[config.mk]
export PLATFORM = sky130hd
export DESIGN_NAME = riscv_v_sign_unit
export DESIGN_NICKNAME = d
export VERILOG_FILES = /design/src/design/riscv_v_pkg.sv /design/src/design/adder_nbit.sv /design/src/design/riscv_v_elem_ctrl.sv /design/src/design/riscv_v_sign_unit.sv /design/src/design/riscv_v_twos_comp_sel.sv
export SDC_FILE = /design/constraint.sdc
export NUM_CORES = 1
export LEC_CHECK = 0
export ABC_AREA = 1
export CAP_MARGIN = 20
export CORE_MARGIN = 4
export CORE_UTILIZATION = 35
export CTS_CLUSTER_DIAMETER = 150
export DETAILED_ROUTE_END_ITERATION = 16
export DONT_BUFFER_PORTS = 1
export PLACE_DENSITY = 0.46
export SLEW_MARGIN = 40
export SYNTH_ARGS = -nofsm -noshare
export SYNTH_HDL_FRONTEND = slang
export SYNTH_HIERARCHICAL = 1
export SYNTH_SLANG_ARGS = --single-unit
[constraint.sdc]
create_clock -name clk -period 1.55 [get_ports clk]
set_input_delay 0.2325 -clock clk [delete_from_list [all_inputs] [get_ports clk]]
set_output_delay 0.2325 -clock clk [all_outputs]
set_load 0.05 [all_outputs]
[src/design/riscv_v_pkg.sv]
// ====================================================================
// Shared widths, element-width and operation codes for the vector
// sign-handling datapath. Modules import this package inside their
// bodies and use scoped names in their port lists.
// ====================================================================

package riscv_v_pkg;

    // Basic widths
    localparam int BYTE_WIDTH               = 8;
    localparam int RISCV_V_DATA_WIDTH       = 64;
    localparam int RISCV_V_HALF_WIDTH       = 2 * BYTE_WIDTH;
    localparam int RISCV_V_WORD_WIDTH       = 4 * BYTE_WIDTH;
    localparam int RISCV_V_NUM_BYTES_DATA   = RISCV_V_DATA_WIDTH / BYTE_WIDTH;
    localparam int RISCV_V_NUM_VALID_OSIZES = 4;

    // Element counts per width
    localparam int RISCV_V_NUM_HALVES = RISCV_V_DATA_WIDTH / RISCV_V_HALF_WIDTH;
    localparam int RISCV_V_NUM_WORDS  = RISCV_V_DATA_WIDTH / RISCV_V_WORD_WIDTH;

    // Element width codes, value is log2 of element size in bytes
    localparam logic [1:0] SEW_8  = 2'd0;
    localparam logic [1:0] SEW_16 = 2'd1;
    localparam logic [1:0] SEW_32 = 2'd2;
    localparam logic [1:0] SEW_64 = 2'd3;

    // Sign operations
    localparam logic [1:0] OP_PASS = 2'd0;
    localparam logic [1:0] OP_NEG  = 2'd1;
    localparam logic [1:0] OP_ABS  = 2'd2;
    localparam logic [1:0] OP_NABS = 2'd3;

    // One vector word, viewed at each element width
    typedef union packed {
        logic [RISCV_V_NUM_BYTES_DATA-1:0][BYTE_WIDTH-1:0] bytes;
        logic [RISCV_V_NUM_HALVES-1:0][RISCV_V_HALF_WIDTH-1:0] halves;
        logic [RISCV_V_NUM_WORDS-1:0][RISCV_V_WORD_WIDTH-1:0] words;
        logic [RISCV_V_DATA_WIDTH-1:0] dword;
    } riscv_v_data_u;

endpackage : riscv_v_pkg

[src/design/adder_nbit.sv]
// ====================================================================
// Generic N-bit adder with carry in and carry out. ADDER_TYPE picks
// a single behavioral sum or an explicit ripple chain of bit cells.
// ====================================================================

module adder_nbit #(
    parameter int WIDTH      = 8,
    parameter     ADDER_TYPE = "BEHAVIORAL_ADDER"
) (
    input  logic [WIDTH-1:0] A,
    input  logic [WIDTH-1:0] B,
    input  logic             cin,
    output logic [WIDTH-1:0] S,
    output logic             cout
);

    generate
        if (ADDER_TYPE == "BEHAVIORAL_ADDER") begin : gen_behav
            assign {cout, S} = A + B + WIDTH'(cin);
        end else begin : gen_ripple
            logic [WIDTH:0] carry;

            assign carry[0] = cin;

            // One full adder per bit
            for (genvar i = 0; i < WIDTH; i++) begin : gen_bit
                assign S[i]       = A[i] ^ B[i] ^ carry[i];
                assign carry[i+1] = (A[i] & B[i]) | (carry[i] & (A[i] ^ B[i]));
            end

            assign cout = carry[WIDTH];
        end
    endgenerate

endmodule : adder_nbit

[src/design/riscv_v_elem_ctrl.sv]
// ====================================================================
// Element control for the sign unit. Decides per element whether to
// complement, builds the carry merge pattern and one-hot width, and
// flags overflow when the most negative value would be negated.
// ====================================================================

module riscv_v_elem_ctrl (
    input  logic [1:0]                                       sew,
    input  logic [1:0]                                       op,
    input  logic [riscv_v_pkg::RISCV_V_NUM_BYTES_DATA-1:0]   mask,
    input  riscv_v_pkg::riscv_v_data_u                       data,
    output logic [riscv_v_pkg::RISCV_V_NUM_BYTES_DATA-1:0]   complement,
    output logic [riscv_v_pkg::RISCV_V_NUM_BYTES_DATA-1:0]   merge,
    output logic [riscv_v_pkg::RISCV_V_NUM_VALID_OSIZES-1:0] osize_vector,
    output logic [riscv_v_pkg::RISCV_V_NUM_BYTES_DATA-1:0]   ovf
);

    import riscv_v_pkg::*;

    // Per element, indexed by element number
    logic [RISCV_V_NUM_BYTES_DATA-1:0] sign_bit;
    logic [RISCV_V_NUM_BYTES_DATA-1:0] min_neg;
    logic [RISCV_V_NUM_BYTES_DATA-1:0] elem_comp;

    function automatic logic needs_comp(input logic [1:0] opc, input logic sgn);
        case (opc)
            OP_PASS: return 1'b0;
            OP_NEG:  return 1'b1;
            OP_ABS:  return sgn;
            OP_NABS: return ~sgn;
            default: return 1'b0;
        endcase
    endfunction

    // Sign and most-negative test through the matching view
    always_comb begin
        sign_bit = '0;
        min_neg  = '0;
        case (sew)
            SEW_8: begin
                for (int i = 0; i < RISCV_V_NUM_BYTES_DATA; i++) begin
                    sign_bit[i] = data.bytes[i][BYTE_WIDTH-1];
                    min_neg[i]  = (data.bytes[i] == {1'b1, {(BYTE_WIDTH-1){1'b0}}});
                end
            end
            SEW_16: begin
                for (int i = 0; i < RISCV_V_NUM_HALVES; i++) begin
                    sign_bit[i] = data.halves[i][RISCV_V_HALF_WIDTH-1];
                    min_neg[i]  = (data.halves[i] == {1'b1, {(RISCV_V_HALF_WIDTH-1){1'b0}}});
                end
            end
            SEW_32: begin
                for (int i = 0; i < RISCV_V_NUM_WORDS; i++) begin
                    sign_bit[i] = data.words[i][RISCV_V_WORD_WIDTH-1];
                    min_neg[i]  = (data.words[i] == {1'b1, {(RISCV_V_WORD_WIDTH-1){1'b0}}});
                end
            end
            SEW_64: begin
                sign_bit[0] = data.dword[RISCV_V_DATA_WIDTH-1];
                min_neg[0]  = (data.dword == {1'b1, {(RISCV_V_DATA_WIDTH-1){1'b0}}});
            end
            default: ;
        endcase
    end

    // Complement bit lands on the element's base byte only
    always_comb begin
        elem_comp  = '0;
        complement = '0;
        for (int i = 0; i < RISCV_V_NUM_BYTES_DATA; i++) begin
            if (i < (RISCV_V_NUM_BYTES_DATA >> sew)) begin
                elem_comp[i]        = mask[i] & needs_comp(op, sign_bit[i]);
                complement[i << sew] = elem_comp[i];
            end
        end
    end

    assign ovf = elem_comp & min_neg;

    // Bytes k and k+1 share an element unless k+1 starts a new one
    always_comb begin
        for (int k = 0; k < RISCV_V_NUM_BYTES_DATA; k++) begin
            merge[k] = (((k + 1) & ((1 << sew) - 1)) != 0);
        end
    end

    assign osize_vector = RISCV_V_NUM_VALID_OSIZES'(1) << sew;

endmodule : riscv_v_elem_ctrl

[src/design/riscv_v_sign_unit.sv]
// ====================================================================
// Top level of the vector sign unit. Applies pass, negate, abs or
// negated abs per element and registers the result with one cycle
// of latency and a plain valid strobe.
// ====================================================================

module riscv_v_sign_unit (
    input  logic                                           clk,
    input  logic                                           arst_n,
    input  logic                                           in_valid,
    input  logic [1:0]                                     sew,
    input  logic [1:0]                                     op,
    input  logic [riscv_v_pkg::RISCV_V_NUM_BYTES_DATA-1:0] mask,
    input  logic [riscv_v_pkg::RISCV_V_DATA_WIDTH-1:0]     in_data,
    output logic                                           out_valid,
    output logic [riscv_v_pkg::RISCV_V_DATA_WIDTH-1:0]     out_data,
    output logic [riscv_v_pkg::RISCV_V_NUM_BYTES_DATA-1:0] ovf
);

    import riscv_v_pkg::*;

    riscv_v_data_u                     in_word;
    logic [RISCV_V_NUM_BYTES_DATA-1:0] complement;
    logic [RISCV_V_NUM_BYTES_DATA-1:0] merge;
    logic [RISCV_V_NUM_VALID_OSIZES-1:0] osize_vector;
    logic [RISCV_V_NUM_BYTES_DATA-1:0] ovf_comb;
    logic [RISCV_V_DATA_WIDTH-1:0]     result;

    assign in_word = in_data;

    riscv_v_elem_ctrl u_ctrl (
        .sew          (sew),
        .op           (op),
        .mask         (mask),
        .data         (in_word),
        .complement   (complement),
        .merge        (merge),
        .osize_vector (osize_vector),
        .ovf          (ovf_comb)
    );

    riscv_v_twos_comp_sel #(
        .BLOCK_WIDTH (BYTE_WIDTH)
    ) u_sel (
        .in           (in_data),
        .complement   (complement),
        .osize_vector (osize_vector),
        .merge        (merge),
        .out          (result)
    );

    // Result holds its value through gaps in in_valid
    always_ff @(posedge clk or negedge arst_n) begin
        if (!arst_n) begin
            out_valid <= 1'b0;
            out_data  <= '0;
            ovf       <= '0;
        end else begin
            out_valid <= in_valid;
            if (in_valid) begin
                out_data <= result;
                ovf      <= ovf_comb;
            end
        end
    end

endmodule : riscv_v_sign_unit

[src/design/riscv_v_twos_comp_sel.sv]
// ====================================================================
// Conditional two's complement over a vector word. Each byte block is
// inverted and incremented through its own adder, and carries chain
// between blocks only where merge marks them as one element.
// ====================================================================

module riscv_v_twos_comp_sel #(
    parameter int BLOCK_WIDTH = riscv_v_pkg::BYTE_WIDTH
) (
    input  logic [riscv_v_pkg::RISCV_V_NUM_BYTES_DATA-1:0][BLOCK_WIDTH-1:0] in,
    input  logic [riscv_v_pkg::RISCV_V_NUM_BYTES_DATA-1:0]                  complement,
    input  logic [riscv_v_pkg::RISCV_V_NUM_VALID_OSIZES-1:0]                osize_vector,
    input  logic [riscv_v_pkg::RISCV_V_NUM_BYTES_DATA-1:0]                  merge,
    output logic [riscv_v_pkg::RISCV_V_NUM_BYTES_DATA-1:0][BLOCK_WIDTH-1:0] out
);

    import riscv_v_pkg::*;

    // Complement bit spread over each element, one copy per width
    logic [RISCV_V_NUM_VALID_OSIZES-1:0][RISCV_V_NUM_BYTES_DATA-1:0] comp_by_size;
    logic [RISCV_V_NUM_BYTES_DATA-1:0]                               comp_ext;

    logic [RISCV_V_NUM_BYTES_DATA-1:0][BLOCK_WIDTH-1:0] in_xor;
    logic [RISCV_V_NUM_BYTES_DATA-1:0]                  carry_in;
    logic [RISCV_V_NUM_BYTES_DATA-1:0]                  carry_out;

    generate
        for (genvar s = 0; s < RISCV_V_NUM_VALID_OSIZES; s++) begin : gen_size
            localparam int SPAN = 2 ** s;

            // Base byte of each element drives all its bytes
            for (genvar e = 0; e < RISCV_V_NUM_BYTES_DATA / SPAN; e++) begin : gen_elem
                assign comp_by_size[s][e*SPAN +: SPAN] = {SPAN{complement[e*SPAN]}};
            end
        end
    endgenerate

    // Keep only the copy for the active element width
    always_comb begin
        comp_ext = '0;
        for (int s = 0; s < RISCV_V_NUM_VALID_OSIZES; s++) begin
            comp_ext |= comp_by_size[s] & {RISCV_V_NUM_BYTES_DATA{osize_vector[s]}};
        end
    end

    // The increment enters at the base byte and ripples up inside the element
    assign carry_in[0] = complement[0];

    generate
        for (genvar k = 1; k < RISCV_V_NUM_BYTES_DATA; k++) begin : gen_carry
            assign carry_in[k] = complement[k] | (carry_out[k-1] & merge[k-1]);
        end
    endgenerate

    generate
        for (genvar b = 0; b < RISCV_V_NUM_BYTES_DATA; b++) begin : gen_block
            assign in_xor[b] = in[b] ^ {BLOCK_WIDTH{comp_ext[b]}};

            adder_nbit #(
                .WIDTH      (BLOCK_WIDTH),
                .ADDER_TYPE ("BEHAVIORAL_ADDER")
            ) u_adder (
                .A    (in_xor[b]),
                .B    ('0),
                .cin  (carry_in[b]),
                .S    (out[b]),
                .cout (carry_out[b])
            );
        end
    endgenerate

endmodule : riscv_v_twos_comp_sel

==> impl_results.html, run 1 <==
<table>
<tr><th>Metric</th><th>Value</th></tr>
<tr><th colspan="2">Drt</th></tr>
<tr><td>Via density</td><td>4.46</td></tr>
<tr><td>Final routed wire length divided by cell count</td><td>13.6 µm</td></tr>
<tr><td>Number of optimization iterations in the first detailed-route pass</td><td>4</td></tr>
<tr><td>Count of unresolved DRC violations after routing</td><td>0</td></tr>
<tr><td>Initial drt markers</td><td>369</td></tr>
<tr><td>Remaining number of nets flagged by the antenna check after routing</td><td>0</td></tr>
<tr><td>Overall via count from detail_route</td><td>8,134</td></tr>
<tr><td>Routed Wire Length</td><td>24,800 µm</td></tr>
<tr><th colspan="2">Floorplanning</th></tr>
<tr><td>Die width</td><td>161 µm</td></tr>
<tr><td>Die Ht</td><td>161 µm</td></tr>
<tr><td>Effective utilization at floorplan</td><td>0.358</td></tr>
<tr><td>Cell Rows</td><td>55</td></tr>
<tr><td>Core ar.</td><td>22,800 µm²</td></tr>
<tr><td>Number of top-level pins</td><td>152</td></tr>
<tr><td>Die area</td><td>25,900 µm²</td></tr>
<tr><th colspan="2">Timing</th></tr>
<tr><td>Hold slack</td><td>-0.423 ns</td></tr>
<tr><td>Post-layout min period</td><td>10.99 ns</td></tr>
<tr><td>Final setup TNS</td><td>-308.91 ns</td></tr>
<tr><td>Period utilization</td><td>7.09</td></tr>
<tr><td>Count of pins over their slew limit</td><td>0</td></tr>
<tr><td>Worst clock skew</td><td>0 ns</td></tr>
<tr><td>Worst setup slack after layout</td><td>-9.44 ns</td></tr>
<tr><td>Pin slew with the least headroom to its limit</td><td>0.570 ns</td></tr>
<tr><td>RSZ-0062 raised after global routing</td><td>yes</td></tr>
<tr><td>Number of endpoints with negative hold slack in the final report</td><td>73</td></tr>
<tr><td>Maximum clock rate</td><td>0.0910 GHz</td></tr>
<tr><td>Finish-stage setup viols</td><td>63</td></tr>
<tr><td>Relative max-transition margin</td><td>0.620</td></tr>
<tr><th colspan="2">Clock network</th></tr>
<tr><td>Clock-pin transition on the worst setup and hold timing paths</td><td>0.06 ns</td></tr>
<tr><td>Hold Buf Count CTS</td><td>2</td></tr>
<tr><td>H-tree lvl count</td><td>3</td></tr>
<tr><td>Root Buffer</td><td>clkbuf_16</td></tr>
<tr><td>Clock insertion delay at the later pin of the skew report</td><td>0.34 ns</td></tr>
<tr><td>CTS max path bufs</td><td>2</td></tr>
<tr><td>Clock sink total</td><td>73</td></tr>
<tr><td>CTS tree</td><td>built</td></tr>
<tr><td>Total clock buffers created by CTS</td><td>9</td></tr>
<tr><th colspan="2">Worst setup path</th></tr>
<tr><td>Setup crit start kind</td><td>primary input</td></tr>
<tr><td>Dominant cell type by count on the critical path</td><td>nand2_2</td></tr>
<tr><td>Combined buffer and inverter count along the critical path</td><td>4</td></tr>
<tr><td>Req. time, crit path</td><td>1.78 ns</td></tr>
<tr><td>CP max stage delay</td><td>0.38 ns</td></tr>
<tr><td>Worst flop-to-flop path startpoint</td><td>out_data[38]$_DFFE_PN0P_</td></tr>
<tr><td>Data arrival at the endpoint of the critical path</td><td>11.22 ns</td></tr>
<tr><td>Element type at the critical path end</td><td>flip-flop</td></tr>
<tr><td>Cell family contributing the most delay on the critical path</td><td>adder cells</td></tr>
<tr><td>Worst setup startpoint</td><td>sew[1]</td></tr>
<tr><td>Crit Path Category</td><td>in -&gt; reg</td></tr>
<tr><td>CP max stage cell</td><td>fa_2</td></tr>
<tr><td>Worst-path fanout max</td><td>5</td></tr>
<tr><th colspan="2">Run</th></tr>
<tr><td>Number of maximum-capacitance violations</td><td>0</td></tr>
<tr><th colspan="2">Pwr</th></tr>
<tr><td>Leak pwr</td><td>6.21 nW</td></tr>
<tr><td>Post-layout power</td><td>10.8 mW</td></tr>
<tr><td>Worst-case vdd ir drop</td><td>529 µV</td></tr>
<tr><td>Cell Pwr Density</td><td>980 nW/µm²</td></tr>
<tr><th colspan="2">Global routing</th></tr>
<tr><td>Vias in the first global route</td><td>8,189</td></tr>
<tr><td>Global-route usage over all layers</td><td>0.198</td></tr>
<tr><td>First-pass GRT wire length</td><td>41,200 µm</td></tr>
<tr><td>Initial antenna violation count</td><td>0</td></tr>
<tr><td>Maximum number of pins on one net before global-route repair</td><td>74</td></tr>
<tr><td>Total global routing overflow</td><td>0</td></tr>
<tr><th colspan="2">Finish</th></tr>
<tr><td>Area Growth Syn to Fin</td><td>35.1%</td></tr>
<tr><td>Footprint of the multi-input gates</td><td>6560 µm²</td></tr>
<tr><td>Ratio of cells with drive above 1 in the final layout</td><td>0.286</td></tr>
<tr><td>Fill cell total of the finished layout</td><td>2,434</td></tr>
<tr><td>Area of all placed cells without fillers</td><td>11,100 µm²</td></tr>
<tr><td>Area occupied by registers</td><td>1830 µm²</td></tr>
<tr><td>Final net count</td><td>1,658</td></tr>
<tr><th colspan="2">Placed design</th></tr>
<tr><td>Placement-stage worst setup slack</td><td>-10.62 ns</td></tr>
<tr><td>Buffers added on ports</td><td>0</td></tr>
<tr><td>Final estimated routing congestion in global placement</td><td>0.812</td></tr>
<tr><td>Dpl hpwl</td><td>18,900 µm</td></tr>
<tr><td>Placement-stage cell area</td><td>9870 µm²</td></tr>
<tr><th colspan="2">Outcome</th></tr>
<tr><td>Failing checks</td><td>hold timing, setup timing</td></tr>
<tr><td>Status</td><td>finished, violations left</td></tr>
<tr><th colspan="2">Logic synthesis</th></tr>
<tr><td>Gate count of the mapped netlist</td><td>1,281</td></tr>
<tr><td>Synthesized area per cell</td><td>6.38 µm²</td></tr>
<tr><td>Synthesized area</td><td>8180 µm²</td></tr>
<tr><td>Yosys warning count</td><td>6</td></tr>
<tr><th colspan="2">Min path</th></tr>
<tr><td>Hold Crit Class</td><td>in -&gt; async</td></tr>
</table>
-- per-stage QoR --
stage	hold WS, ns	util	cells
floorplan	-0.0631	-	1352
global placement	-0.0595	0.432	1765
detailed placement	-0.0599	0.432	1765
CTS	-0.442	0.470	1825
global route	-0.445	0.484	1822
finish	-0.423	0.484	1823
-- where the power goes --
| part | leakage, nW | switching (mW) | total [mW] | internal (mW) |
|---|---|---|---|---|
| registers | 0.907 | 1.81 | 4.10 | 2.29 |
| logic | 5.13 | 2.15 | 4.16 | 2.01 |
| clock network | 0.172 | 0.913 | 2.57 | 1.66 |
-- cell usage in the layout, fill, tap and decap left out, types with 3 or more instances in the layout --
master,count
a21oi_1,26
o21ai_4,3
nor2_4,8
fa_2,16
inv_1,139
ha_4,12
or2_4,16
nor2_1,73
xnor2_1,8
inv_2,10
nand4_1,7
clkbuf_16,9
nand2_2,89
nand3_4,3
buf_4,155
nor2_2,8
xor2_1,6
o21ai_0,18
inv_6,4
o21ai_1,4
a21o_1,7
nand3_1,81
conb_1,72
buf_6,12
nand3_2,18
ha_1,46
o21ai_2,3
dfrtp_1,73
inv_4,3
nand3b_4,8
nand2_1,496
bufinv_16,3
nand2_4,31
xnor2_2,8
nand3b_1,12
-- timing repair --
action,in CTS,in global routing
setup endpoints to repair,63,65
resized for setup,48,78
setup buffers,43,23
endpoints found under the hold margin,94,73
pin swaps,109,72
-- layer usage --
| metal | track usage | share of wire |
|---|---|---|
| met5 | 0 | 0 |
| met1 | 0.243 | 0.43 |
| met3 | 0.0467 | 0.059 |
| met2 | 0.355 | 0.50 |
| met4 | 0.0368 | 0.011 |
-- worst paths after layout --
path,to,slack (ns),depth (start not counted)
setup / recovery,out_data[58]$_DFFE_PN0P_,-9.44,81
hold / removal,out_data[52]$_DFFE_PN0P_,-0.42,0
setup reg to reg,out_data[38]$_DFFE_PN0P_,0.61,2
hold reg to reg,ovf[6]$_DFFE_PN0P_,0.78,2
max in group asynchronous,out_data[18]$_DFFE_PN0P_,1.85,0
min in group clk,out_data[16]$_DFFE_PN0P_,0.01,2
-- flip-flops by register name (all words and copies together), names as in the netlist --
| name | cells |
|---|---|
| out_valid | 1 |
| out_data | 64 |
| ovf | 8 |
-- layout make-up --
cell class / count / area share
repair buffers: 169 / 0.119
clock inverters: 4 / 0.00894
flip-flops and latches: 73 / 0.165
clock buffers: 11 / 0.0229
inverters: 156 / 0.0551
diodes: 1 / 0.000226
multi-input cells: 1096 / 0.593
well taps: 313 / 0.0354
(Power assumes the default switching activity.)
==> run 2: changes to the inputs <==
--- a/config.mk
+++ b/config.mk
@@ -9,6 +9,7 @@
 export CAP_MARGIN = 20
 export CORE_MARGIN = 4
 export CORE_UTILIZATION = 35
+export CTS_BUF_LIST = sky130_fd_sc_hd__clkbuf_2 sky130_fd_sc_hd__clkbuf_4 sky130_fd_sc_hd__clkbuf_8
 export CTS_CLUSTER_DIAMETER = 150
 export DETAILED_ROUTE_END_ITERATION = 16
 export DONT_BUFFER_PORTS = 1
==> impl_results.html, run 2 (synthesized netlist as in run 1, its figures left out) <==
<table>
<tr><th>Metric</th><th>Value</th></tr>
<tr><th colspan="2">Global routing</th></tr>
<tr><td>Global-route usage over all layers</td><td>0.203 (+0.00524)</td></tr>
<tr><td>First-pass GRT wire length</td><td>42,500 µm (+3.1%)</td></tr>
<tr><td>Initial antenna violation count</td><td>0 (unchanged)</td></tr>
<tr><td>Maximum number of pins on one net before global-route repair</td><td>75 (+1.4%)</td></tr>
<tr><td>Vias in the first global route</td><td>8,506 (+3.9%)</td></tr>
<tr><td>Total global routing overflow</td><td>0 (unchanged)</td></tr>
<tr><th colspan="2">Clock network</th></tr>
<tr><td>Root Buffer</td><td>clkbuf_8</td></tr>
<tr><td>Total clock buffers created by CTS</td><td>9 (unchanged)</td></tr>
<tr><td>Clock sink total</td><td>73 (unchanged)</td></tr>
<tr><td>Clock-pin transition on the worst setup and hold timing paths</td><td>0.09 ns (+0.03 ns)</td></tr>
<tr><td>CTS tree</td><td>built</td></tr>
<tr><td>CTS max path bufs</td><td>2 (unchanged)</td></tr>
<tr><td>H-tree lvl count</td><td>3 (unchanged)</td></tr>
<tr><td>Hold Buf Count CTS</td><td>1 (-1)</td></tr>
<tr><td>Clock insertion delay at the later pin of the skew report</td><td>0.37 ns (+0.03 ns)</td></tr>
<tr><th colspan="2">Timing</th></tr>
<tr><td>Finish-stage setup viols</td><td>63 (unchanged)</td></tr>
<tr><td>RSZ-0062 raised after global routing</td><td>yes</td></tr>
<tr><td>Pin slew with the least headroom to its limit</td><td>0.560 ns (-0.00994 ns)</td></tr>
<tr><td>Post-layout min period</td><td>11.05 ns (+0.0577 ns)</td></tr>
<tr><td>Period utilization</td><td>7.13 (+0.0372)</td></tr>
<tr><td>Worst clock skew</td><td>0 ns (unchanged)</td></tr>
<tr><td>Number of endpoints with negative hold slack in the final report</td><td>101 (+38%)</td></tr>
<tr><td>Hold slack</td><td>-0.455 ns (-0.0315 ns)</td></tr>
<tr><td>Maximum clock rate</td><td>0.0905 GHz (-0.52%)</td></tr>
<tr><td>Count of pins over their slew limit</td><td>0 (unchanged)</td></tr>
<tr><td>Relative max-transition margin</td><td>0.627 (+0.00663)</td></tr>
<tr><td>Worst setup slack after layout</td><td>-9.50 ns (-0.0577 ns)</td></tr>
<tr><th colspan="2">Outcome</th></tr>
<tr><td>Failing checks</td><td>hold timing, setup timing</td></tr>
<tr><td>Status</td><td>finished, violations left</td></tr>
<tr><th colspan="2">Worst setup path</th></tr>
<tr><td>Data arrival at the endpoint of the critical path</td><td>11.31 ns (+0.09 ns)</td></tr>
<tr><td>Cell family contributing the most delay on the critical path</td><td>adder cells</td></tr>
<tr><td>Setup crit start kind</td><td>primary input</td></tr>
<tr><td>Req. time, crit path</td><td>1.81 ns (+0.03 ns)</td></tr>
<tr><td>Last element of the critical path</td><td>out_data[62]$_DFFE_PN0P_</td></tr>
<tr><td>Worst-path fanout max</td><td>5 (unchanged)</td></tr>
<tr><td>Worst setup startpoint</td><td>sew[1]</td></tr>
<tr><td>Total stage count of the critical path</td><td>85 (+4.9%)</td></tr>
<tr><td>CP max stage cell</td><td>fa_2</td></tr>
<tr><td>CP max stage delay</td><td>0.39 ns (about the same)</td></tr>
<tr><td>Worst flop-to-flop path startpoint</td><td>ovf[3]$_DFFE_PN0P_</td></tr>
<tr><td>Endpoint of the lowest-slack register-to-register path</td><td>ovf[3]$_DFFE_PN0P_</td></tr>
<tr><td>Element type at the critical path end</td><td>flip-flop</td></tr>
<tr><td>Worst R2R Path Depth</td><td>2 (unchanged)</td></tr>
<tr><td>Crit Path Category</td><td>in -&gt; reg</td></tr>
<tr><td>Combined buffer and inverter count along the critical path</td><td>2 (-2)</td></tr>
<tr><td>Dominant cell type by count on the critical path</td><td>nand2_2</td></tr>
<tr><td>Reg-to-reg slack, setup</td><td>0.63 ns (+0.02 ns)</td></tr>
<tr><th colspan="2">Floorplanning</th></tr>
<tr><td>Die width</td><td>161 µm (unchanged)</td></tr>
<tr><td>Core ar.</td><td>22,800 µm² (unchanged)</td></tr>
<tr><td>Die Ht</td><td>161 µm (unchanged)</td></tr>
<tr><td>Effective utilization at floorplan</td><td>0.358 (unchanged)</td></tr>
<tr><td>Die area</td><td>25,900 µm² (unchanged)</td></tr>
<tr><td>Cell Rows</td><td>55 (unchanged)</td></tr>
<tr><td>Number of top-level pins</td><td>152 (unchanged)</td></tr>
<tr><th colspan="2">Placed design</th></tr>
<tr><td>Dpl hpwl</td><td>18,900 µm (unchanged)</td></tr>
<tr><td>DP Cell Count</td><td>1,765 (unchanged)</td></tr>
<tr><td>Buffers added on ports</td><td>0 (unchanged)</td></tr>
<tr><td>Final estimated routing congestion in global placement</td><td>0.812 (unchanged)</td></tr>
<tr><th colspan="2">Finish</th></tr>
<tr><td>Reg with most FFs</td><td>out_data</td></tr>
<tr><td>Number of flip-flops in the largest register</td><td>64 (unchanged)</td></tr>
<tr><td>Fin cells</td><td>1,839 (+0.88%)</td></tr>
<tr><td>Footprint of the multi-input gates</td><td>6600 µm² (+0.69%)</td></tr>
<tr><td>Final net count</td><td>1,675 (+1.0%)</td></tr>
<tr><td>Biggest registers after layout</td><td>out_data x64, ovf x8, out_valid x1</td></tr>
<tr><td>Fill cell total of the finished layout</td><td>2,423 (-0.45%)</td></tr>
<tr><td>Area Growth Syn to Fin</td><td>36.8%</td></tr>
<tr><td>Finished Core Util</td><td>0.490 (+0.00602)</td></tr>
<tr><td>Commonest non-fill, non-tap cells in the layout</td><td>nand2_1 (498), buf_4 (158), inv_1 (139)</td></tr>
<tr><td>Ratio of cells with drive above 1 in the final layout</td><td>0.297 (+0.0112)</td></tr>
<tr><td>Leading cell type in the layout, fill and taps excluded</td><td>nand2_1</td></tr>
<tr><td>Ant diodes</td><td>0 (-1)</td></tr>
<tr><td>Area occupied by registers</td><td>1830 µm² (unchanged)</td></tr>
<tr><th colspan="2">Pwr</th></tr>
<tr><td>Worst-case vdd ir drop</td><td>530 µV (+0.31%)</td></tr>
<tr><td>Leak pwr</td><td>6.28 nW (+1.1%)</td></tr>
<tr><td>Post-layout power</td><td>10.4 mW (-3.8%)</td></tr>
<tr><td>Cell Pwr Density</td><td>932 nW/µm² (-4.9%)</td></tr>
<tr><th colspan="2">Drt</th></tr>
<tr><td>Initial drt markers</td><td>319 (-14%)</td></tr>
<tr><td>Routed Wire Length</td><td>25,000 µm (+0.90%)</td></tr>
<tr><td>Count of unresolved DRC violations after routing</td><td>0 (unchanged)</td></tr>
<tr><td>Via density</td><td>4.46 (about the same)</td></tr>
<tr><td>Final routed wire length divided by cell count</td><td>13.6 µm (about the same)</td></tr>
<tr><td>Number of optimization iterations in the first detailed-route pass</td><td>4 (unchanged)</td></tr>
<tr><td>Overall via count from detail_route</td><td>8,210 (+0.93%)</td></tr>
<tr><td>Remaining number of nets flagged by the antenna check after routing</td><td>0 (unchanged)</td></tr>
<tr><th colspan="2">Min path</th></tr>
<tr><td>Hold Crit Class</td><td>in -&gt; async</td></tr>
<tr><th colspan="2">Run</th></tr>
<tr><td>Number of maximum-capacitance violations</td><td>0 (unchanged)</td></tr>
</table>
run 2: cell count changes in the layout (fill, tap and decap cells not counted), moves of 2 or more:
cell       previous run  this run
buf_6                12        27
nor2_2                8        13
nand2_4              31        36
clkbuf_8              2        11
buf_4               155       158
nand2_1             496       498
nor2_1               73        67
clkbuf_16             9         0
nand2_2              89        82
run 2: worst reg2reg max path, delay by kind of cell, from the launching register on:
kind | cells | cell delay (ns)
DFF | 1 | 0.68
and+or+nand+nor | 2 | 0.19
run 2: through the flow:
step | hold WS, ns | cell area (µm²) | setup WS [ns] | setup TNS, ns
3_3_place_gp | -0.0595 | 9870 | -10.40 | -346.80
5_1_grt | -0.493 | 11200 | -10.10 | -334.02
6_report | -0.455 | 11200 | -9.50 | -313.28
4_1_cts | -0.488 | 11000 | -9.45 | -314.03
2_1_floorplan | -0.0631 | 8770 | -1.13 | -56.33
3_5_place_dp | -0.0599 | 9870 | -10.62 | -355.94
run 2: final cells by class:
class / instances / share of cell area
timing repair buffer: 186 / 0.135
inverter: 156 / 0.0545
clock inverter: 4 / 0.00883
clock buffer: 11 / 0.0135
tap: 313 / 0.0350
sequential: 73 / 0.163
multi-input combinational: 1096 / 0.590
run 2: layer usage:
metal / vias to the layer above / part of all wire / GRT usage
met5: - / 0 / 0
met2: 131 / 0.49 / 0.365
met4: 0 / 0.012 / 0.0469
met1: 3679 / 0.44 / 0.247
met3: 19 / 0.056 / 0.0454
li1: 4381 / - / -
run 2: worst min path at each step:
stage                                    end  slack, ns  depth (start not counted)
floorplan            out_data[0]$_DFFE_PN0P_      -0.06                          0
global placement    out_data[52]$_DFFE_PN0P_      -0.06                          0
detailed placement  out_data[52]$_DFFE_PN0P_      -0.06                          0
CTS                 out_data[19]$_DFFE_PN0P_      -0.49                          0
global route        out_data[52]$_DFFE_PN0P_      -0.49                          0
finish              out_data[52]$_DFFE_PN0P_      -0.45                          0
run 2: what timing repair did:
item                                    in CTS  in global routing
pin swaps                                  112                 80
endpoints found under the setup margin      63                 67
hold endpoints to repair                   144                137
gates resized for setup                     69                 85
buffers inserted                            89                 23
run 2: power by group:
part	total [mW]	switching, mW	internal, mW	leakage, nW
logic	4.30	2.19	2.12	5.25
registers	4.10	1.81	2.29	0.907
clock network	2.02	0.867	1.16	0.126
==> run 3: changes to the inputs <==
--- a/config.mk
+++ b/config.mk
@@ -13,6 +13,7 @@
 export CTS_CLUSTER_DIAMETER = 150
 export DETAILED_ROUTE_END_ITERATION = 16
 export DONT_BUFFER_PORTS = 1
+export GPL_TIMING_DRIVEN = 0
 export PLACE_DENSITY = 0.46
 export SLEW_MARGIN = 40
 export SYNTH_ARGS = -nofsm -noshare
==> impl_results.html, run 3 (synthesized netlist as in run 1, its figures left out) <==
<table>
<tr><th>Metric</th><th>Value</th></tr>
<tr><th colspan="2">Finish</th></tr>
<tr><td>Ant diodes</td><td>0 (unchanged)</td></tr>
<tr><td>Finished Core Util</td><td>0.458 (-0.0315)</td></tr>
<tr><td>Fin cells</td><td>1,742 (-5.3%)</td></tr>
<tr><td>Biggest registers after layout</td><td>out_data x64, ovf x8, out_valid x1</td></tr>
<tr><td>Area Growth Syn to Fin</td><td>28.0%</td></tr>
<tr><td>Ratio of cells with drive above 1 in the final layout</td><td>0.251 (-0.0456)</td></tr>
<tr><td>Commonest non-fill, non-tap cells in the layout</td><td>nand2_1 (489), inv_1 (138), nand2_2 (91)</td></tr>
<tr><td>Leading cell type in the layout, fill and taps excluded</td><td>nand2_1</td></tr>
<tr><td>Number of flip-flops in the largest register</td><td>64 (unchanged)</td></tr>
<tr><td>Reg with most FFs</td><td>out_data</td></tr>
<tr><td>Final net count</td><td>1,577 (-5.9%)</td></tr>
<tr><td>Fill cell total of the finished layout</td><td>2,475 (+2.1%)</td></tr>
<tr><th colspan="2">Timing</th></tr>
<tr><td>Worst clock skew</td><td>0 ns (unchanged)</td></tr>
<tr><td>Pin slew with the least headroom to its limit</td><td>0.630 ns (+0.0705 ns)</td></tr>
<tr><td>Maximum clock rate</td><td>0.0880 GHz (-2.7%)</td></tr>
<tr><td>Hold slack</td><td>-0.456 ns (-0.00105 ns)</td></tr>
<tr><td>RSZ-0062 raised after global routing</td><td>yes</td></tr>
<tr><td>Worst setup slack after layout</td><td>-9.81 ns (-0.310 ns)</td></tr>
<tr><td>Finish-stage setup viols</td><td>64 (+1.6%)</td></tr>
<tr><td>Number of endpoints with negative hold slack in the final report</td><td>73 (-28%)</td></tr>
<tr><td>Relative max-transition margin</td><td>0.574 (-0.0529)</td></tr>
<tr><td>Count of pins over their slew limit</td><td>0 (unchanged)</td></tr>
<tr><td>Post-layout min period</td><td>11.36 ns (+0.310 ns)</td></tr>
<tr><td>Period utilization</td><td>7.33 (+0.200)</td></tr>
<tr><td>Final setup TNS</td><td>-323.20 ns (-9.92 ns)</td></tr>
<tr><th colspan="2">Drt</th></tr>
<tr><td>Initial drt markers</td><td>268 (-16%)</td></tr>
<tr><td>Routed Wire Length</td><td>25,000 µm (about the same)</td></tr>
<tr><td>Number of optimization iterations in the first detailed-route pass</td><td>7 (+3)</td></tr>
<tr><td>Overall via count from detail_route</td><td>7,850 (-4.4%)</td></tr>
<tr><td>Count of unresolved DRC violations after routing</td><td>0 (unchanged)</td></tr>
<tr><td>Final routed wire length divided by cell count</td><td>14.3 µm (+5.6%)</td></tr>
<tr><td>Remaining number of nets flagged by the antenna check after routing</td><td>0 (unchanged)</td></tr>
<tr><td>Via density</td><td>4.51 (+0.94%)</td></tr>
<tr><th colspan="2">Clock network</th></tr>
<tr><td>CTS max path bufs</td><td>2 (unchanged)</td></tr>
<tr><td>Root Buffer</td><td>clkbuf_8</td></tr>
<tr><td>Clock insertion delay at the later pin of the skew report</td><td>0.37 ns (about the same)</td></tr>
<tr><td>Hold Buf Count CTS</td><td>1 (unchanged)</td></tr>
<tr><td>Clock-pin transition on the worst setup and hold timing paths</td><td>0.10 ns (about the same)</td></tr>
<tr><td>H-tree lvl count</td><td>3 (unchanged)</td></tr>
<tr><td>Clock sink total</td><td>73 (unchanged)</td></tr>
<tr><td>Total clock buffers created by CTS</td><td>9 (unchanged)</td></tr>
<tr><td>CTS tree</td><td>built</td></tr>
<tr><th colspan="2">Pwr</th></tr>
<tr><td>Part of the power in the clock network</td><td>0.204 (+0.010)</td></tr>
<tr><td>Internal power</td><td>5.30 mW (-4.7%)</td></tr>
<tr><td>Combinational share of power</td><td>0.389 (-0.024)</td></tr>
<tr><td>Fraction of power consumed by sequential logic</td><td>0.407 (+0.014)</td></tr>
<tr><td>Post-layout power</td><td>10.1 mW (-3.2%)</td></tr>
<tr><td>Switching fraction of total power</td><td>0.475 (+0.00848)</td></tr>
<tr><td>Leak pwr</td><td>5.80 nW (-7.6%)</td></tr>
<tr><td>Cell Pwr Density</td><td>965 nW/µm² (+3.5%)</td></tr>
<tr><td>Switching component of the power</td><td>4.80 mW (-1.4%)</td></tr>
<tr><td>Worst-case vdd ir drop</td><td>657 µV (+24%)</td></tr>
<tr><th colspan="2">Worst setup path</th></tr>
<tr><td>CP max stage cell</td><td>fa_2</td></tr>
<tr><td>Worst R2R Path Depth</td><td>2 (unchanged)</td></tr>
<tr><td>Worst-path fanout max</td><td>5 (unchanged)</td></tr>
<tr><td>CP max stage delay</td><td>0.40 ns (about the same)</td></tr>
<tr><td>Crit Path Category</td><td>in -&gt; reg</td></tr>
<tr><td>Data arrival at the endpoint of the critical path</td><td>11.63 ns (+0.32 ns)</td></tr>
<tr><td>Dominant cell type by count on the critical path</td><td>nand2_2</td></tr>
<tr><td>Setup crit start kind</td><td>primary input</td></tr>
<tr><td>Element type at the critical path end</td><td>flip-flop</td></tr>
<tr><td>Req. time, crit path</td><td>1.82 ns (about the same)</td></tr>
<tr><th colspan="2">Global routing</th></tr>
<tr><td>Global-route usage over all layers</td><td>0.190 (-0.0132)</td></tr>
<tr><td>Initial antenna violation count</td><td>0 (unchanged)</td></tr>
<tr><td>M3 GR Usage</td><td>0.0621 (+0.0167)</td></tr>
<tr><td>Met2 demand-to-capacity share in global routing</td><td>0.335 (-0.0297)</td></tr>
<tr><td>Busiest layer in global routing</td><td>met2</td></tr>
<tr><td>First-pass GRT wire length</td><td>39,400 µm (-7.3%)</td></tr>
<tr><td>Total global routing overflow</td><td>0 (unchanged)</td></tr>
<tr><td>Maximum number of pins on one net before global-route repair</td><td>74 (-1.3%)</td></tr>
<tr><td>Vias in the first global route</td><td>7,522 (-12%)</td></tr>
<tr><td>Met1 GRT Util</td><td>0.226 (-0.0210)</td></tr>
<tr><th colspan="2">Placed design</th></tr>
<tr><td>Dpl hpwl</td><td>19,100 µm (+0.96%)</td></tr>
<tr><td>DP Cell Count</td><td>1,665 (-5.7%)</td></tr>
<tr><td>Buffers added on ports</td><td>0 (unchanged)</td></tr>
<tr><td>Final estimated routing congestion in global placement</td><td>0.812 (about the same)</td></tr>
<tr><th colspan="2">Floorplanning</th></tr>
<tr><td>Cell Rows</td><td>55 (unchanged)</td></tr>
<tr><td>Die width</td><td>161 µm (unchanged)</td></tr>
<tr><td>Number of top-level pins</td><td>152 (unchanged)</td></tr>
<tr><td>Die Ht</td><td>161 µm (unchanged)</td></tr>
<tr><td>Core ar.</td><td>22,800 µm² (unchanged)</td></tr>
<tr><td>Effective utilization at floorplan</td><td>0.358 (unchanged)</td></tr>
<tr><td>Die area</td><td>25,900 µm² (unchanged)</td></tr>
<tr><th colspan="2">Run</th></tr>
<tr><td>Number of maximum-capacitance violations</td><td>0 (unchanged)</td></tr>
<tr><th colspan="2">Outcome</th></tr>
<tr><td>Failing checks</td><td>hold timing, setup timing</td></tr>
<tr><td>Status</td><td>finished, violations left</td></tr>
<tr><th colspan="2">Min path</th></tr>
<tr><td>Hold Crit Class</td><td>in -&gt; async</td></tr>
</table>
## run 3: power by group through the flow
stage,clock (mW),sequential [mW],combinational [mW]
6_report,2.06,4.11,3.93
5_1_grt,2.22,4.17,4.46
4_1_cts,2.16,4.13,3.42
3_5_place_dp,0,4.16,3.17
3_3_place_gp,0,4.16,3.15
2_1_floorplan,0,4.06,2.65
## run 3: repair_timing
| action | 4_1_cts | 5_1_grt |
|---|---|---|
| gates cloned | 0 | 0 |
| endpoints found under the setup margin | 64 | 64 |
| gates resized for setup | 44 | 100 |
| pin swaps | 88 | 57 |
| buffers inserted | 36 | 25 |
| hold endpoints to repair | 74 | 73 |
## run 3: worst max-delay path: cells and delay by family
kind            cells  cell delay (ns)
simple gates       55             3.73
fa+ha+maj          17             6.05
buf+inv             3             0.33
compound gates      8             1.30
## run 3: cell type report
| class | instances | area [µm²] | area share |
|---|---|---|---|
| multi-input combinational | 1096 | 6610 | 0.632 |
| sequential | 73 | 1830 | 0.174 |
| inverter | 156 | 627 | 0.0599 |
| timing repair buffer | 61 | 502 | 0.0479 |
| tap | 313 | 392 | 0.0374 |
| buffer | 27 | 248 | 0.0237 |
| clock buffer | 12 | 165 | 0.0158 |
| clock inverter | 4 | 97.6 | 0.00932 |
## run 3: per-stage QoR
step | instance area [µm²] | setup slack, ns
2_1_floorplan | 8770 | -1.13
4_1_cts | 9860 | -9.91
5_1_grt | 10500 | -10.34
3_3_place_gp | 9160 | -11.55
3_5_place_dp | 9160 | -11.58
6_report | 10500 | -9.81
## run 3: metal layers
| layer | share of wire | vias up |
|---|---|---|
| li1 | - | 4178 |
| met1 | 0.43 | 3517 |
| met2 | 0.49 | 133 |
| met3 | 0.068 | 22 |
| met4 | 0.016 | 0 |
| met5 | 0 | - |
## run 3: worst paths after layout
check                                         start                       end  slack [ns]
min                                          arst_n   out_data[2]$_DFFE_PN0P_       -0.46
max in group asynchronous                    arst_n  out_data[16]$_DFFE_PN0P_        1.90
max reg2reg                      ovf[3]$_DFFE_PN0P_        ovf[3]$_DFFE_PN0P_        0.63
min reg2reg                out_data[45]$_DFFE_PN0P_  out_data[45]$_DFFE_PN0P_        0.77
min in group clk                            mask[7]        ovf[7]$_DFFE_PN0P_        0.12
max                                          sew[1]  out_data[62]$_DFFE_PN0P_       -9.81
